### config.mk
export PLATFORM = sky130hd
export DESIGN_NAME = rv_core
export DESIGN_NICKNAME = d
export VERILOG_FILES = /design/src/hw/rv_pkg.sv /design/src/hw/decode_if.sv /design/src/hw/rv_core.sv /design/src/hw/rv_decode.sv /design/src/hw/rv_execute.sv /design/src/hw/rv_fetch.sv /design/src/hw/rv_regfile.sv
export SDC_FILE = /design/constraint.sdc
export NUM_CORES = 2
export LEC_CHECK = 0
export BUFFER_PORTS_ARGS = -buffer_cell sky130_fd_sc_hd__buf_2
export CAP_MARGIN = 20
export CELL_PAD_IN_SITES_DETAIL_PLACEMENT = 1
export CELL_PAD_IN_SITES_GLOBAL_PLACEMENT = 2
export CORE_UTILIZATION = 46
export DETAILED_ROUTE_END_ITERATION = 16
export PLACE_DENSITY_LB_ADDON = 0.1
export SLEW_MARGIN = 20
export SYNTH_ARGS = -nofsm -noshare
export SYNTH_HDL_FRONTEND = slang
export SYNTH_SLANG_ARGS = --single-unit
### constraint.sdc
create_clock -name clk -period 72.7 [get_ports clk]
set_clock_uncertainty 0.1 [all_clocks]
set_input_delay 14.54 -clock clk [delete_from_list [all_inputs] [get_ports clk]]
set_output_delay 14.54 -clock clk [all_outputs]
set_load 0.1 [all_outputs]
### src/hw/rv_pkg.sv
`default_nettype none

package rv_pkg;

  localparam int xlen = 32;
  localparam int num_regs = 32;

  typedef logic [xlen-1:0] word_t;
  typedef logic [$clog2(num_regs)-1:0] reg_addr_t;

  localparam word_t pc_step = 32'd4;
  localparam word_t reset_pc = 32'h0000_0000;

  // bit positions of the instruction fields
  localparam int opcode_lsb = 0;
  localparam int rd_lsb = 7;
  localparam int funct3_lsb = 12;
  localparam int rs1_lsb = 15;
  localparam int rs2_lsb = 20;
  localparam int funct7_lsb = 25;

  // selects sub, srai and sra
  localparam logic [6:0] funct7_alt = 7'b0100000;

  // major opcodes, see the base opcode map
  typedef enum logic [6:0] {
    op_illegal  = 7'b0000000,
    op_load     = 7'b0000011,
    op_misc_mem = 7'b0001111,
    op_reg_imm  = 7'b0010011,
    op_auipc    = 7'b0010111,
    op_store    = 7'b0100011,
    op_reg_reg  = 7'b0110011,
    op_lui      = 7'b0110111,
    op_branch   = 7'b1100011,
    op_jalr     = 7'b1100111,
    op_jal      = 7'b1101111,
    op_system   = 7'b1110011
  } opcode_e;

  typedef enum logic [3:0] {
    alu_add,
    alu_sub,
    alu_sll,
    alu_slt,
    alu_sltu,
    alu_xor,
    alu_srl,
    alu_sra,
    alu_or,
    alu_and,
    alu_pass_b
  } alu_op_e;

  // encoded as the branch funct3
  typedef enum logic [2:0] {
    br_eq  = 3'b000,
    br_ne  = 3'b001,
    br_lt  = 3'b100,
    br_ge  = 3'b101,
    br_ltu = 3'b110,
    br_geu = 3'b111
  } branch_e;

endpackage

`default_nettype wire

### src/hw/decode_if.sv
`timescale 1ns/100ps
`default_nettype none

interface decode_if (
  input logic clk
);

  rv_pkg::word_t     pc;
  rv_pkg::word_t     rs1_val;
  rv_pkg::word_t     rs2_val;
  rv_pkg::word_t     imm;
  rv_pkg::reg_addr_t rd;
  rv_pkg::opcode_e   opcode;
  rv_pkg::alu_op_e   alu_op;
  rv_pkg::branch_e   branch;
  // second ALU operand is imm instead of rs2
  logic              use_imm;
  logic              writes_rd;

  modport source (
    input  clk,
    output pc, rs1_val, rs2_val, imm, rd, opcode, alu_op, branch, use_imm, writes_rd
  );

  modport sink (
    input pc, rs1_val, rs2_val, imm, rd, opcode, alu_op, branch, use_imm, writes_rd
  );

endinterface

`default_nettype wire

### src/hw/rv_core.sv
`timescale 1ns/100ps
`default_nettype none

module rv_core (
  input  logic              clk,
  input  logic              rst,
  output logic              wb_cyc,
  output logic              wb_stb,
  output rv_pkg::word_t     wb_adr,
  input  rv_pkg::word_t     wb_dat_i,
  input  logic              wb_ack,
  output logic              halt,
  output logic              retire_valid,
  output rv_pkg::word_t     retire_pc,
  output logic              retire_we,
  output rv_pkg::reg_addr_t retire_rd,
  output rv_pkg::word_t     retire_wdata
);

  rv_pkg::word_t     insn;
  rv_pkg::word_t     pc;
  logic              exec;
  rv_pkg::word_t     next_pc;
  logic              take_halt;
  rv_pkg::reg_addr_t rs1_idx;
  rv_pkg::reg_addr_t rs2_idx;
  rv_pkg::word_t     rs1_data;
  rv_pkg::word_t     rs2_data;
  logic              rd_we;
  rv_pkg::reg_addr_t rd_idx;
  rv_pkg::word_t     rd_wdata;

  decode_if dec_bus (.clk(clk));

  rv_fetch u_fetch (
    .clk(clk), .rst(rst),
    .wb_cyc(wb_cyc), .wb_stb(wb_stb), .wb_adr(wb_adr), .wb_dat_i(wb_dat_i), .wb_ack(wb_ack),
    .insn(insn), .pc(pc), .exec(exec),
    .next_pc(next_pc), .take_halt(take_halt), .halt(halt)
  );

  rv_decode u_decode (
    .insn(insn), .pc(pc), .exec(exec),
    .rs1_idx(rs1_idx), .rs2_idx(rs2_idx), .rs1_data(rs1_data), .rs2_data(rs2_data),
    .dec(dec_bus.source)
  );

  rv_execute u_execute (
    .dec(dec_bus.sink),
    .next_pc(next_pc), .take_halt(take_halt),
    .rd_we(rd_we), .rd_idx(rd_idx), .rd_wdata(rd_wdata)
  );

  rv_regfile u_regfile (
    .clk(clk), .rst(rst),
    .rs1_idx(rs1_idx), .rs2_idx(rs2_idx), .rs1_data(rs1_data), .rs2_data(rs2_data),
    .we(rd_we), .rd(rd_idx), .wdata(rd_wdata)
  );

  // one retire per exec cycle
  assign retire_valid = exec;
  assign retire_pc    = pc;
  assign retire_we    = rd_we;
  assign retire_rd    = rd_idx;
  assign retire_wdata = rd_wdata;

endmodule

`default_nettype wire

### src/hw/rv_decode.sv
`timescale 1ns/100ps
`default_nettype none

module rv_decode (
  input  rv_pkg::word_t     insn,
  input  rv_pkg::word_t     pc,
  input  logic              exec,
  output rv_pkg::reg_addr_t rs1_idx,
  output rv_pkg::reg_addr_t rs2_idx,
  input  rv_pkg::word_t     rs1_data,
  input  rv_pkg::word_t     rs2_data,
  decode_if.source          dec
);

  logic [6:0]        opcode_raw;
  logic [2:0]        funct3;
  logic [6:0]        funct7;
  rv_pkg::reg_addr_t rd;
  rv_pkg::word_t     imm_i;
  rv_pkg::word_t     imm_u;
  rv_pkg::word_t     imm_b;
  rv_pkg::word_t     imm_j;
  rv_pkg::opcode_e   op_d;
  logic              legal;
  logic              wr;

  // funct3 to ALU operation where alt picks sub or sra
  function automatic rv_pkg::alu_op_e alu_sel(input logic [2:0] f3, input logic alt);
    case (f3)
      3'b000:  return alt ? rv_pkg::alu_sub : rv_pkg::alu_add;
      3'b001:  return rv_pkg::alu_sll;
      3'b010:  return rv_pkg::alu_slt;
      3'b011:  return rv_pkg::alu_sltu;
      3'b100:  return rv_pkg::alu_xor;
      3'b101:  return alt ? rv_pkg::alu_sra : rv_pkg::alu_srl;
      3'b110:  return rv_pkg::alu_or;
      default: return rv_pkg::alu_and;
    endcase
  endfunction

  assign opcode_raw = insn[rv_pkg::opcode_lsb +: 7];
  assign funct3     = insn[rv_pkg::funct3_lsb +: 3];
  assign funct7     = insn[rv_pkg::funct7_lsb +: 7];
  assign rd         = insn[rv_pkg::rd_lsb +: $bits(rv_pkg::reg_addr_t)];
  assign rs1_idx    = insn[rv_pkg::rs1_lsb +: $bits(rv_pkg::reg_addr_t)];
  assign rs2_idx    = insn[rv_pkg::rs2_lsb +: $bits(rv_pkg::reg_addr_t)];

  assign imm_i = {{20{insn[31]}}, insn[31:20]};
  assign imm_u = {insn[31:12], 12'b0};
  assign imm_b = {{19{insn[31]}}, insn[31], insn[7], insn[30:25], insn[11:8], 1'b0};
  assign imm_j = {{11{insn[31]}}, insn[31], insn[19:12], insn[20], insn[30:21], 1'b0};

  always_comb begin
    op_d        = rv_pkg::op_illegal;
    legal       = 1'b1;
    wr          = 1'b0;
    dec.imm     = imm_i;
    dec.use_imm = 1'b1;
    dec.alu_op  = rv_pkg::alu_add;
    dec.branch  = rv_pkg::br_eq;
    case (opcode_raw)
      rv_pkg::op_lui: begin
        op_d       = rv_pkg::op_lui;
        dec.imm    = imm_u;
        dec.alu_op = rv_pkg::alu_pass_b;
        wr         = 1'b1;
      end
      rv_pkg::op_auipc: begin
        op_d    = rv_pkg::op_auipc;
        dec.imm = imm_u;
        wr      = 1'b1;
      end
      rv_pkg::op_jal: begin
        op_d    = rv_pkg::op_jal;
        dec.imm = imm_j;
        wr      = 1'b1;
      end
      rv_pkg::op_jalr: begin
        op_d  = rv_pkg::op_jalr;
        legal = (funct3 == 3'b000);
        wr    = 1'b1;
      end
      rv_pkg::op_branch: begin
        op_d        = rv_pkg::op_branch;
        dec.imm     = imm_b;
        dec.use_imm = 1'b0;
        dec.branch  = rv_pkg::branch_e'(funct3);
        // funct3 010 and 011 are not branches
        legal       = (funct3[2:1] != 2'b01);
      end
      rv_pkg::op_reg_imm: begin
        op_d       = rv_pkg::op_reg_imm;
        wr         = 1'b1;
        dec.alu_op = alu_sel(funct3, funct3 == 3'b101 && funct7 == rv_pkg::funct7_alt);
        if (funct3 == 3'b001) begin
          legal = (funct7 == 7'b0);
        end else if (funct3 == 3'b101) begin
          legal = (funct7 == 7'b0) || (funct7 == rv_pkg::funct7_alt);
        end
      end
      rv_pkg::op_reg_reg: begin
        op_d        = rv_pkg::op_reg_reg;
        dec.use_imm = 1'b0;
        wr          = 1'b1;
        dec.alu_op  = alu_sel(funct3, funct7 == rv_pkg::funct7_alt);
        legal       = (funct7 == 7'b0) ||
                      (funct7 == rv_pkg::funct7_alt && (funct3 == 3'b000 || funct3 == 3'b101));
      end
      rv_pkg::op_system: begin
        // only ecall is kept
        op_d  = rv_pkg::op_system;
        legal = (insn[31:7] == 25'b0);
      end
      rv_pkg::op_load:     op_d = rv_pkg::op_load;
      rv_pkg::op_store:    op_d = rv_pkg::op_store;
      rv_pkg::op_misc_mem: op_d = rv_pkg::op_misc_mem;
      default:             legal = 1'b0;
    endcase
  end

  assign dec.opcode    = legal ? op_d : rv_pkg::op_illegal;
  assign dec.writes_rd = wr && legal && exec && (rd != '0);
  assign dec.pc        = pc;
  assign dec.rs1_val   = rs1_data;
  assign dec.rs2_val   = rs2_data;
  assign dec.rd        = rd;

  a_branch_no_write: assert property (@(posedge dec.clk)
    dec.opcode == rv_pkg::op_branch |-> !dec.writes_rd);

endmodule

`default_nettype wire

### src/hw/rv_execute.sv
`timescale 1ns/100ps
`default_nettype none

module rv_execute (
  decode_if.sink            dec,
  output rv_pkg::word_t     next_pc,
  output logic              take_halt,
  output logic              rd_we,
  output rv_pkg::reg_addr_t rd_idx,
  output rv_pkg::word_t     rd_wdata
);

  rv_pkg::word_t a;
  rv_pkg::word_t b;
  rv_pkg::word_t alu_result;
  rv_pkg::word_t pc_seq;
  rv_pkg::word_t pc_imm;
  logic [4:0]    shamt;
  logic          taken;

  assign a      = dec.rs1_val;
  assign b      = dec.use_imm ? dec.imm : dec.rs2_val;
  assign shamt  = b[4:0];
  assign pc_seq = dec.pc + rv_pkg::pc_step;
  // shared by auipc, jal and taken branches
  assign pc_imm = dec.pc + dec.imm;

  always_comb begin
    case (dec.alu_op)
      rv_pkg::alu_add:    alu_result = a + b;
      rv_pkg::alu_sub:    alu_result = a - b;
      rv_pkg::alu_sll:    alu_result = a << shamt;
      rv_pkg::alu_slt:    alu_result = rv_pkg::word_t'($signed(a) < $signed(b));
      rv_pkg::alu_sltu:   alu_result = rv_pkg::word_t'(a < b);
      rv_pkg::alu_xor:    alu_result = a ^ b;
      rv_pkg::alu_srl:    alu_result = a >> shamt;
      rv_pkg::alu_sra:    alu_result = rv_pkg::word_t'($signed(a) >>> shamt);
      rv_pkg::alu_or:     alu_result = a | b;
      rv_pkg::alu_and:    alu_result = a & b;
      rv_pkg::alu_pass_b: alu_result = b;
      default:            alu_result = a + b;
    endcase
  end

  // branch compare always on the two registers
  always_comb begin
    case (dec.branch)
      rv_pkg::br_eq:  taken = (dec.rs1_val == dec.rs2_val);
      rv_pkg::br_ne:  taken = (dec.rs1_val != dec.rs2_val);
      rv_pkg::br_lt:  taken = ($signed(dec.rs1_val) < $signed(dec.rs2_val));
      rv_pkg::br_ge:  taken = ($signed(dec.rs1_val) >= $signed(dec.rs2_val));
      rv_pkg::br_ltu: taken = (dec.rs1_val < dec.rs2_val);
      rv_pkg::br_geu: taken = (dec.rs1_val >= dec.rs2_val);
      default:        taken = 1'b0;
    endcase
  end

  always_comb begin
    next_pc   = pc_seq;
    rd_wdata  = alu_result;
    take_halt = 1'b0;
    case (dec.opcode)
      rv_pkg::op_auipc: rd_wdata = pc_imm;
      rv_pkg::op_jal: begin
        next_pc  = pc_imm;
        rd_wdata = pc_seq;
      end
      rv_pkg::op_jalr: begin
        // target low bit is dropped
        next_pc  = {alu_result[31:1], 1'b0};
        rd_wdata = pc_seq;
      end
      rv_pkg::op_branch: begin
        if (taken) begin
          next_pc = pc_imm;
        end
      end
      rv_pkg::op_system: take_halt = 1'b1;
      default: ;
    endcase
  end

  assign rd_we  = dec.writes_rd;
  assign rd_idx = dec.rd;

endmodule

`default_nettype wire

### src/hw/rv_fetch.sv
`timescale 1ns/100ps
`default_nettype none

module rv_fetch (
  input  logic          clk,
  input  logic          rst,
  output logic          wb_cyc,
  output logic          wb_stb,
  output rv_pkg::word_t wb_adr,
  input  rv_pkg::word_t wb_dat_i,
  input  logic          wb_ack,
  output rv_pkg::word_t insn,
  output rv_pkg::word_t pc,
  output logic          exec,
  input  rv_pkg::word_t next_pc,
  input  logic          take_halt,
  output logic          halt
);

  typedef enum logic [1:0] {
    st_fetch,
    st_exec,
    st_halted
  } state_e;

  state_e        state;
  rv_pkg::word_t pc_q;
  rv_pkg::word_t insn_q;

  always_ff @(posedge clk or posedge rst) begin
    if (rst) begin
      state <= st_fetch;
      pc_q  <= rv_pkg::reset_pc;
    end else begin
      case (state)
        st_fetch: begin
          if (wb_ack) begin
            state <= st_exec;
          end
        end
        st_exec: begin
          // retire point where pc moves on even when halting
          pc_q  <= next_pc;
          state <= take_halt ? st_halted : st_fetch;
        end
        default: state <= st_halted;
      endcase
    end
  end

  // capture on the ack edge
  always_ff @(posedge clk) begin
    if (state == st_fetch && wb_ack) begin
      insn_q <= wb_dat_i;
    end
  end

  assign wb_cyc = (state == st_fetch);
  assign wb_stb = (state == st_fetch);
  assign wb_adr = pc_q;
  assign insn   = insn_q;
  assign pc     = pc_q;
  assign exec   = (state == st_exec);
  assign halt   = (state == st_halted);

  // next_pc from execute must keep every request word aligned
  a_stb_aligned: assert property (@(posedge clk) disable iff (rst)
    wb_stb |-> wb_adr[1:0] == 2'b00);

endmodule

`default_nettype wire

### src/hw/rv_regfile.sv
`timescale 1ns/100ps
`default_nettype none

module rv_regfile (
  input  logic              clk,
  input  logic              rst,
  input  rv_pkg::reg_addr_t rs1_idx,
  input  rv_pkg::reg_addr_t rs2_idx,
  output rv_pkg::word_t     rs1_data,
  output rv_pkg::word_t     rs2_data,
  input  logic              we,
  input  rv_pkg::reg_addr_t rd,
  input  rv_pkg::word_t     wdata
);

  rv_pkg::word_t regs [rv_pkg::num_regs];

  always_ff @(posedge clk or posedge rst) begin
    if (rst) begin
      for (int i = 0; i < rv_pkg::num_regs; i++) begin
        regs[i] <= '0;
      end
    end else if (we && rd != '0) begin
      // x0 stays at its reset value
      regs[rd] <= wdata;
    end
  end

  // asynchronous read
  assign rs1_data = regs[rs1_idx];
  assign rs2_data = regs[rs2_idx];

  a_x0_rs1_zero: assert property (@(posedge clk) disable iff (rst)
    rs1_idx == '0 |-> rs1_data == '0);

  a_x0_rs2_zero: assert property (@(posedge clk) disable iff (rst)
    rs2_idx == '0 |-> rs2_data == '0);

endmodule

`default_nettype wire

Word-level counts from Yosys, hierarchy flattened
Cells that the tools add are included.
{"block": "word_totals", "inputBits": 35, "reg_bits": 1090, "output_inout_bits": 106, "word_cells": 158}
{"block": "classes", "n_addsub": 4, "magnitude_cmp": 10, "reduce_logical": 22, "bitwise": 6, "shifts": 3, "eq_ne": 44, "n_mux": 34}
{"op": "1024-bit bitwise mux", "count": 1}
{"op": "32-bit binary-select mux with 5-bit select", "count": 2}
{"op": "32-bit case mux with 10 select lines", "count": 1}
{"op": "32-bit 2-to-1 mux", "count": 7}
{"op": "32-bit demux with 5-bit select", "count": 1}
{"op": "32-bit less-than comparator", "count": 4}
{"op": "32-bit case mux with 3 select lines", "count": 1}
{"op": "31-bit case mux with 3 select lines", "count": 1}
{"op": "7-bit case mux with 11 select lines", "count": 1}
{"op": "32-bit adder", "count": 2}
{"op": "32-bit >= comparator", "count": 2}
{"op": "32-bit case mux with 2 select lines", "count": 1}
{"op": "7-bit == test, second input constant", "count": 8}
{"op": "4-bit case mux with 7 select lines", "count": 2}
{"op": "32-bit by 3-bit adder with 32-bit output, second input constant", "count": 1}
{"op": "32-bit AND", "count": 1}
{"op": "32-bit == test", "count": 1}
{"op": "32-bit != test", "count": 1}
{"op": "32-bit OR", "count": 1}
{"op": "32-bit by 5-bit << shifter with 32-bit output", "count": 1}
{"op": "32-bit by 5-bit >> shifter with 32-bit output", "count": 1}
{"op": "32-bit by 5-bit >>> shifter with 32-bit output", "count": 1}
{"op": "32-bit subtractor", "count": 1}
{"op": "32-bit XOR", "count": 1}
{"op": "33 further kinds", "count": 79}

Longest topological paths before layout
{"block": "logic_depth", "word_depth": 10, "depth_mapped": 31, "mapped_depth_nobuf": 20}

Modules after synthesis
A second synthesis with hierarchy kept.
{"block": "hier_totals", "hier_cells": 7045, "hier_area_um2": 73864.6}
{"mod": "rv_regfile", "instances": 1, "seq_area_each_um2": 25624.6, "cells_per_inst": 4602, "area_per_inst_um2": 55958.7}
{"mod": "rv_execute", "instances": 1, "seq_area_each_um2": 0.0, "cells_per_inst": 2056, "area_per_inst_um2": 13606.8}
{"mod": "rv_fetch", "instances": 1, "seq_area_each_um2": 1811.7, "cells_per_inst": 143, "area_per_inst_um2": 2645.0}
{"mod": "rv_decode", "instances": 1, "seq_area_each_um2": 0.0, "cells_per_inst": 244, "area_per_inst_um2": 1654.1}

Worst setup path before layout
Ideal clock, no wire load.
{"block": "synth_path", "path_type": "reg2out", "start": "register u_fetch.insn_q[20], in the netlist u_fetch.insn[20]", "end": "output port retire_wdata[21]", "setup_slack_ns": 50.132, "stages_incl_launch_ff": 31, "t_arrival_ns": 7.928, "cell_sequence": "edfxtp_1 buf_6 buf_8 buf_8 buf_12 buf_6 buf_6 buf_4 buf_1 buf_2 buf_1 mux4_2 mux4_2 mux2i_1 nor2_1 a21o_1 ha_1 clkbuf_1 nor2b_1 a21oi_1 o21ai_0 a211oi_1 a2111oi_0 a221oi_1 or2_2 a21oi_1 or4_1 and2_0 a31o_2 clkbuf_1 inv_1"}
{"block": "synth_between", "elab_chain_cells": 8, "elab_cells_between_ends": 24, "cone_classes": "add/sub: 3; eq/ne: 3; shift: 3; mux: 9; bitwise: 4; reduce/logical: 2"}
{"element": "start, declared", "line": "rv_fetch.sv:28", "rtl": "rv_pkg::word_t insn_q;"}
{"element": "start signal, assigned", "line": "rv_fetch.sv:54", "rtl": "insn_q <= wb_dat_i;"}
{"element": "5-bit NOT with 6-bit output (implied by the code)", "line": "rv_regfile.sv:31", "rtl": "assign rs2_data = regs[rs2_idx];"}
{"element": "32-bit binary-select mux with 5-bit select", "line": "rv_regfile.sv:31"}
{"element": "32-bit 2-to-1 mux (implied by the code) (2 in a row)", "line": "rv_regfile.sv:31"}
{"element": "32-bit 2-to-1 mux", "line": "rv_execute.sv:22", "rtl": "assign b = dec.use_imm ? dec.imm : dec.rs2_val;"}
{"element": "32-bit adder, or another cell as far along", "line": "rv_execute.sv:30, rv_execute.sv:41"}
{"element": "32-bit case mux with 10 select lines", "line": "rv_execute.sv:29", "rtl": "case (dec.alu_op)"}
{"element": "32-bit case mux with 2 select lines (*)", "line": "rv_execute.sv:62", "rtl": "case (dec.opcode)"}
{"element": "end, declared", "line": "rv_core.sv:17", "rtl": "output rv_pkg::word_t retire_wdata"}
Mark *: on every way between the ends. The rest lies on a longest branch, timed or not. The select of a mux whose other input is x is not followed.

Final worst setup path
{"block": "layout_path", "start": "register u_fetch.insn_q[20], in the netlist u_fetch.insn[20]", "end": "output port retire_wdata[31]"}
Same word-level chain as after synthesis.

==> metrics.md <==
| Metric | Value |
|---|---|
| Minimum clock period | 26.14 ns |
| I/O Buffers | 140 |
| XOR/XNOR share of the synthesized area | 0.0108 |
| R2R Setup Slk | around 62 ns |
| Via count of the first global-routing pass | between 60000 and 70000 |
| Worst VDD drop | between 20 and 30 uV |
| Syn_nets | 7319 |
| Number of placement rows | around 140 |
| Insertion delay of the later-clocked pin in the worst-skew pair | a little over 0.8 ns |
| Cell type of the slowest stage on the worst timing path | sky130_fd_sc_hd__a2111oi_0 |
| Sum of negative setup slack | 0 ns |
| Highest attainable clock frequency | about 38 MHz |
| Router iterations before antenna repair | 6 |
| GRT Util Overall | 0.442 |
| Cts repair resizes | 0 |
| Synthesized-area fraction occupied by ao, oa, aoi and oai cells | 0.172 |
| Antenna Violating Nets Remaining | 0 |
| # setup viols final | 0 |
| Global route overflow | 0 |
| Worst EP arrival | roughly 12 ns |
| Top library cells by usage in the layout, fill and taps aside | 1058 x sky130_fd_sc_hd__dfrtp_1, 787 x sky130_fd_sc_hd__nand2_1, 638 x sky130_fd_sc_hd__o21ai_0 |
| Outcome | finished, final reports clean |
| Maximum number of pins on one net before global-route repair | 135 |
| Nature of the critical path startpoint | flop |
| Most common cell after layout, fill and taps aside | sky130_fd_sc_hd__dfrtp_1 |
| Pwr/cell area | about 23 mW/mm^2 |
| Count of routing violations after the opening detailed-route iteration | 7476 |
| Area of the mapped netlist | 0.0704 mm^2 |
| Unrepaired setup endpoints after global routing | false |
| Non-filler instance count after layout | 9124 |
| Full die area | 0.155 mm^2 |
| Total Nets Final | 7177 |
| Dpl cells | 8874 |
| Antenna violations before repair | 19 |
| Clk slew on worst S/H paths | around 0.060 ns |
| Number of storage elements in the synthesis netlist | between 1000 and 1500 |
| Initial core utilization | 0.464 |
| Via density per instance | approximately 7 |
| Final period util | 0.360 |
| Simple-gate portion of the synthesized area | 0.120 |
| Top-level port count | about 140 |
| Final Hold Fails | 0 |
| Fraction of synthesized area in multiplexers | 0.223 |
| Leakage component of the power | around 34 nW |
| Clock tree sinks | approximately 1100 |
| Number of levels the H-tree was split into | 4 |
| Final HPWL DP | ~240000 um |
| Main combinational cell family by area after synthesis | multiplexers |
| Transition at the pin with the smallest max-transition slack | 1.17 ns |
| Worst setup slack after placement | 47.58 ns |
| Die width | 393 um |
| Kind of critical path | flop to output port |
| Count of synthesis-stage warnings from yosys | 0 |
| Final setup slack of the worst path | approximately 47 ns |
| Post-CTS Setup Repair Bufs | 0 |
| Wire length of the first global-routing pass | 489000 um |
| Worst-case hold slack | between 0.2 and 0.3 ns |
| Total Wirelength | around 350000 um |
| Number of standard cells after synthesis | 7120 |
| Nature of the critical path endpoint | output port |
| Area of the placeable core | around 0.15 mm^2 |
| Slew HR | 0.195 |
| Vertical extent of the die | slightly below 400 um |
| Post-synthesis adder-cell area fraction | 0.0294 |
| Max-capacitance violation count | 0 |
| Clock tree from TritonCTS | done |
| Final Max Slew Viols | 0 |
| Weighted congestion at the end of routability-driven global placement | 1.04 |
| Root buf cell | sky130_fd_sc_hd__clkbuf_16 |
| Slowest cell delay on critical path | 0.94 ns |
| Post-synth top flop | sky130_fd_sc_hd__dfrtp_1 |
| Quantity of hold-fixing buffers added after cts | 0 |
| Mean instance size in the synthesized netlist | slightly below 10 um^2 |
| Share of layout cells above drive strength 1 | 0.191 |
| Async set-reset flop share out of synthesis | 0.971 |
| Detailed-route DRC error count | 0 |
| Layout overhead on the synthesized area | 10.1% |
| Data required time of the worst path | a little under 60 ns |
| WL/cell | approximately 38 um |
| Library cells used by synthesis | a little over 100 |
| Portion of the post-synthesis area used by sequential elements | 0.389 |
| Most prevalent standard cell on the critical path | sky130_fd_sc_hd__buf_4 |
| Largest driver fanout on the critical path | 42 |
| Total via count after detailed routing | about 64000 |
| Max clock buf depth | 3 |
| Worst min-delay path category | flop to flop |
| EDFF count, synth | 32 |
| Cts bufs inserted | 130 |
-- flip-flops by register name (all words and copies together) (netlist names) --
name / flops
u_regfile.regs: 1024
u_fetch.insn: 32
u_fetch.pc: 32
u_fetch.state: 2
-- cells by family after synthesis --
group | count (synthesis)
compound gates | 1964
xor+xnor | 87
fa+ha+maj | 164
buf+inv | 851
flops | 1090
mux | 1023
simple gates | 1941
-- power by group --
part	switching, W	internal (W)	leakage (nW)
Combinational	0.000388	0.000111	16.8
Clock	0.000297	0.000386	2.16
Sequential	0.0000185	0.000617	15.0
-- worst max-delay path, delay by kind of cell (launching register included) --
family | cells | cell delay [ns]
AOI/OAI and AO/OA | 10 | 2.77
and+or+nand+nor | 3 | 1.80
adders and majority gates | 1 | 0.41
muxes | 2 | 0.98
buffers and inverters | 10 | 4.11
DFF | 1 | 0.33
-- synth_stat cells (36+ instances only) --
| cell type | number | share of area |
|---|---|---|
| sky130_fd_sc_hd__mux2_2 | 185 | 0.030 |
| sky130_fd_sc_hd__a211oi_1 | 38 | 0.0040 |
| sky130_fd_sc_hd__nand4_1 | 46 | 0.0041 |
| sky130_fd_sc_hd__o22ai_1 | 50 | 0.0044 |
| sky130_fd_sc_hd__a22oi_1 | 186 | 0.020 |
| sky130_fd_sc_hd__nor3_1 | 87 | 0.0062 |
| sky130_fd_sc_hd__buf_4 | 86 | 0.0092 |
| sky130_fd_sc_hd__nand3_1 | 150 | 0.011 |
| sky130_fd_sc_hd__a21o_1 | 57 | 0.0061 |
| sky130_fd_sc_hd__dfrtp_1 | 1058 | 0.38 |
| sky130_fd_sc_hd__inv_1 | 151 | 0.0080 |
| sky130_fd_sc_hd__mux2i_1 | 426 | 0.061 |
| sky130_fd_sc_hd__buf_2 | 160 | 0.011 |
| sky130_fd_sc_hd__nor2b_1 | 43 | 0.0038 |
| sky130_fd_sc_hd__o21ai_1 | 41 | 0.0029 |
| sky130_fd_sc_hd__clkbuf_1 | 395 | 0.021 |
| sky130_fd_sc_hd__a21oi_1 | 486 | 0.035 |
| sky130_fd_sc_hd__ha_1 | 161 | 0.029 |
| sky130_fd_sc_hd__xnor2_1 | 60 | 0.0075 |
| sky130_fd_sc_hd__a31oi_1 | 100 | 0.0089 |
| sky130_fd_sc_hd__and2_1 | 36 | 0.0032 |
| sky130_fd_sc_hd__o21ai_0 | 638 | 0.045 |
| sky130_fd_sc_hd__mux4_2 | 376 | 0.12 |
| sky130_fd_sc_hd__nand2_1 | 805 | 0.043 |
| sky130_fd_sc_hd__nor2_1 | 603 | 0.032 |
-- worst paths after layout --
path,from,cells past startpoint,to
worst max-delay path,u_fetch.insn[20],26,retire_wdata[31]
min in group asynchronous,rst,2,u_regfile.regs[916]
max in group asynchronous,rst,6,u_regfile.regs[800]
worst min register to register,u_regfile.regs[1003],0,u_regfile.regs[1003]
worst min-delay path,u_regfile.regs[1003],0,u_regfile.regs[1003]
worst max register to register,u_fetch.insn[20],25,u_regfile.regs[671]
-- area by class of cell --
class	instances	area (um^2)
Sequential cell	1090	27400
Inverter	157	603
Tap cell	2030	2540
Multi-Input combinational cell	5179	39700
Timing Repair Buffer	420	2900
Clock inverter	45	611
Antenna cell	12	30.0
Clock buffer	191	3800
Fill cell	16600	74300
-- per-layer routing --
metal,share of wire,wire length [um],vias to the layer above,global-route usage
met5,0.00043,150,-,0
met4,0.071,24600,22,0.270
met3,0.094,32500,991,0.0966
met2,0.44,152000,3520,0.654
met1,0.40,138000,33400,0.592
li1,-,-,26000,-
-- per-stage QoR --
| step | total power, W | util | area, um^2 |
|---|---|---|---|
| after CTS | 0.00181 | 0.510 | 77500 |
| after global placement | 0.00113 | 0.481 | 73100 |
| after detailed placement | 0.00113 | 0.481 | 73100 |
| final | 0.00182 | 0.511 | 77600 |
| after global routing | 0.00186 | 0.511 | 77500 |
| after floorplan | 0.000980 | - | 70400 |
(Power assumes the default switching activity.)
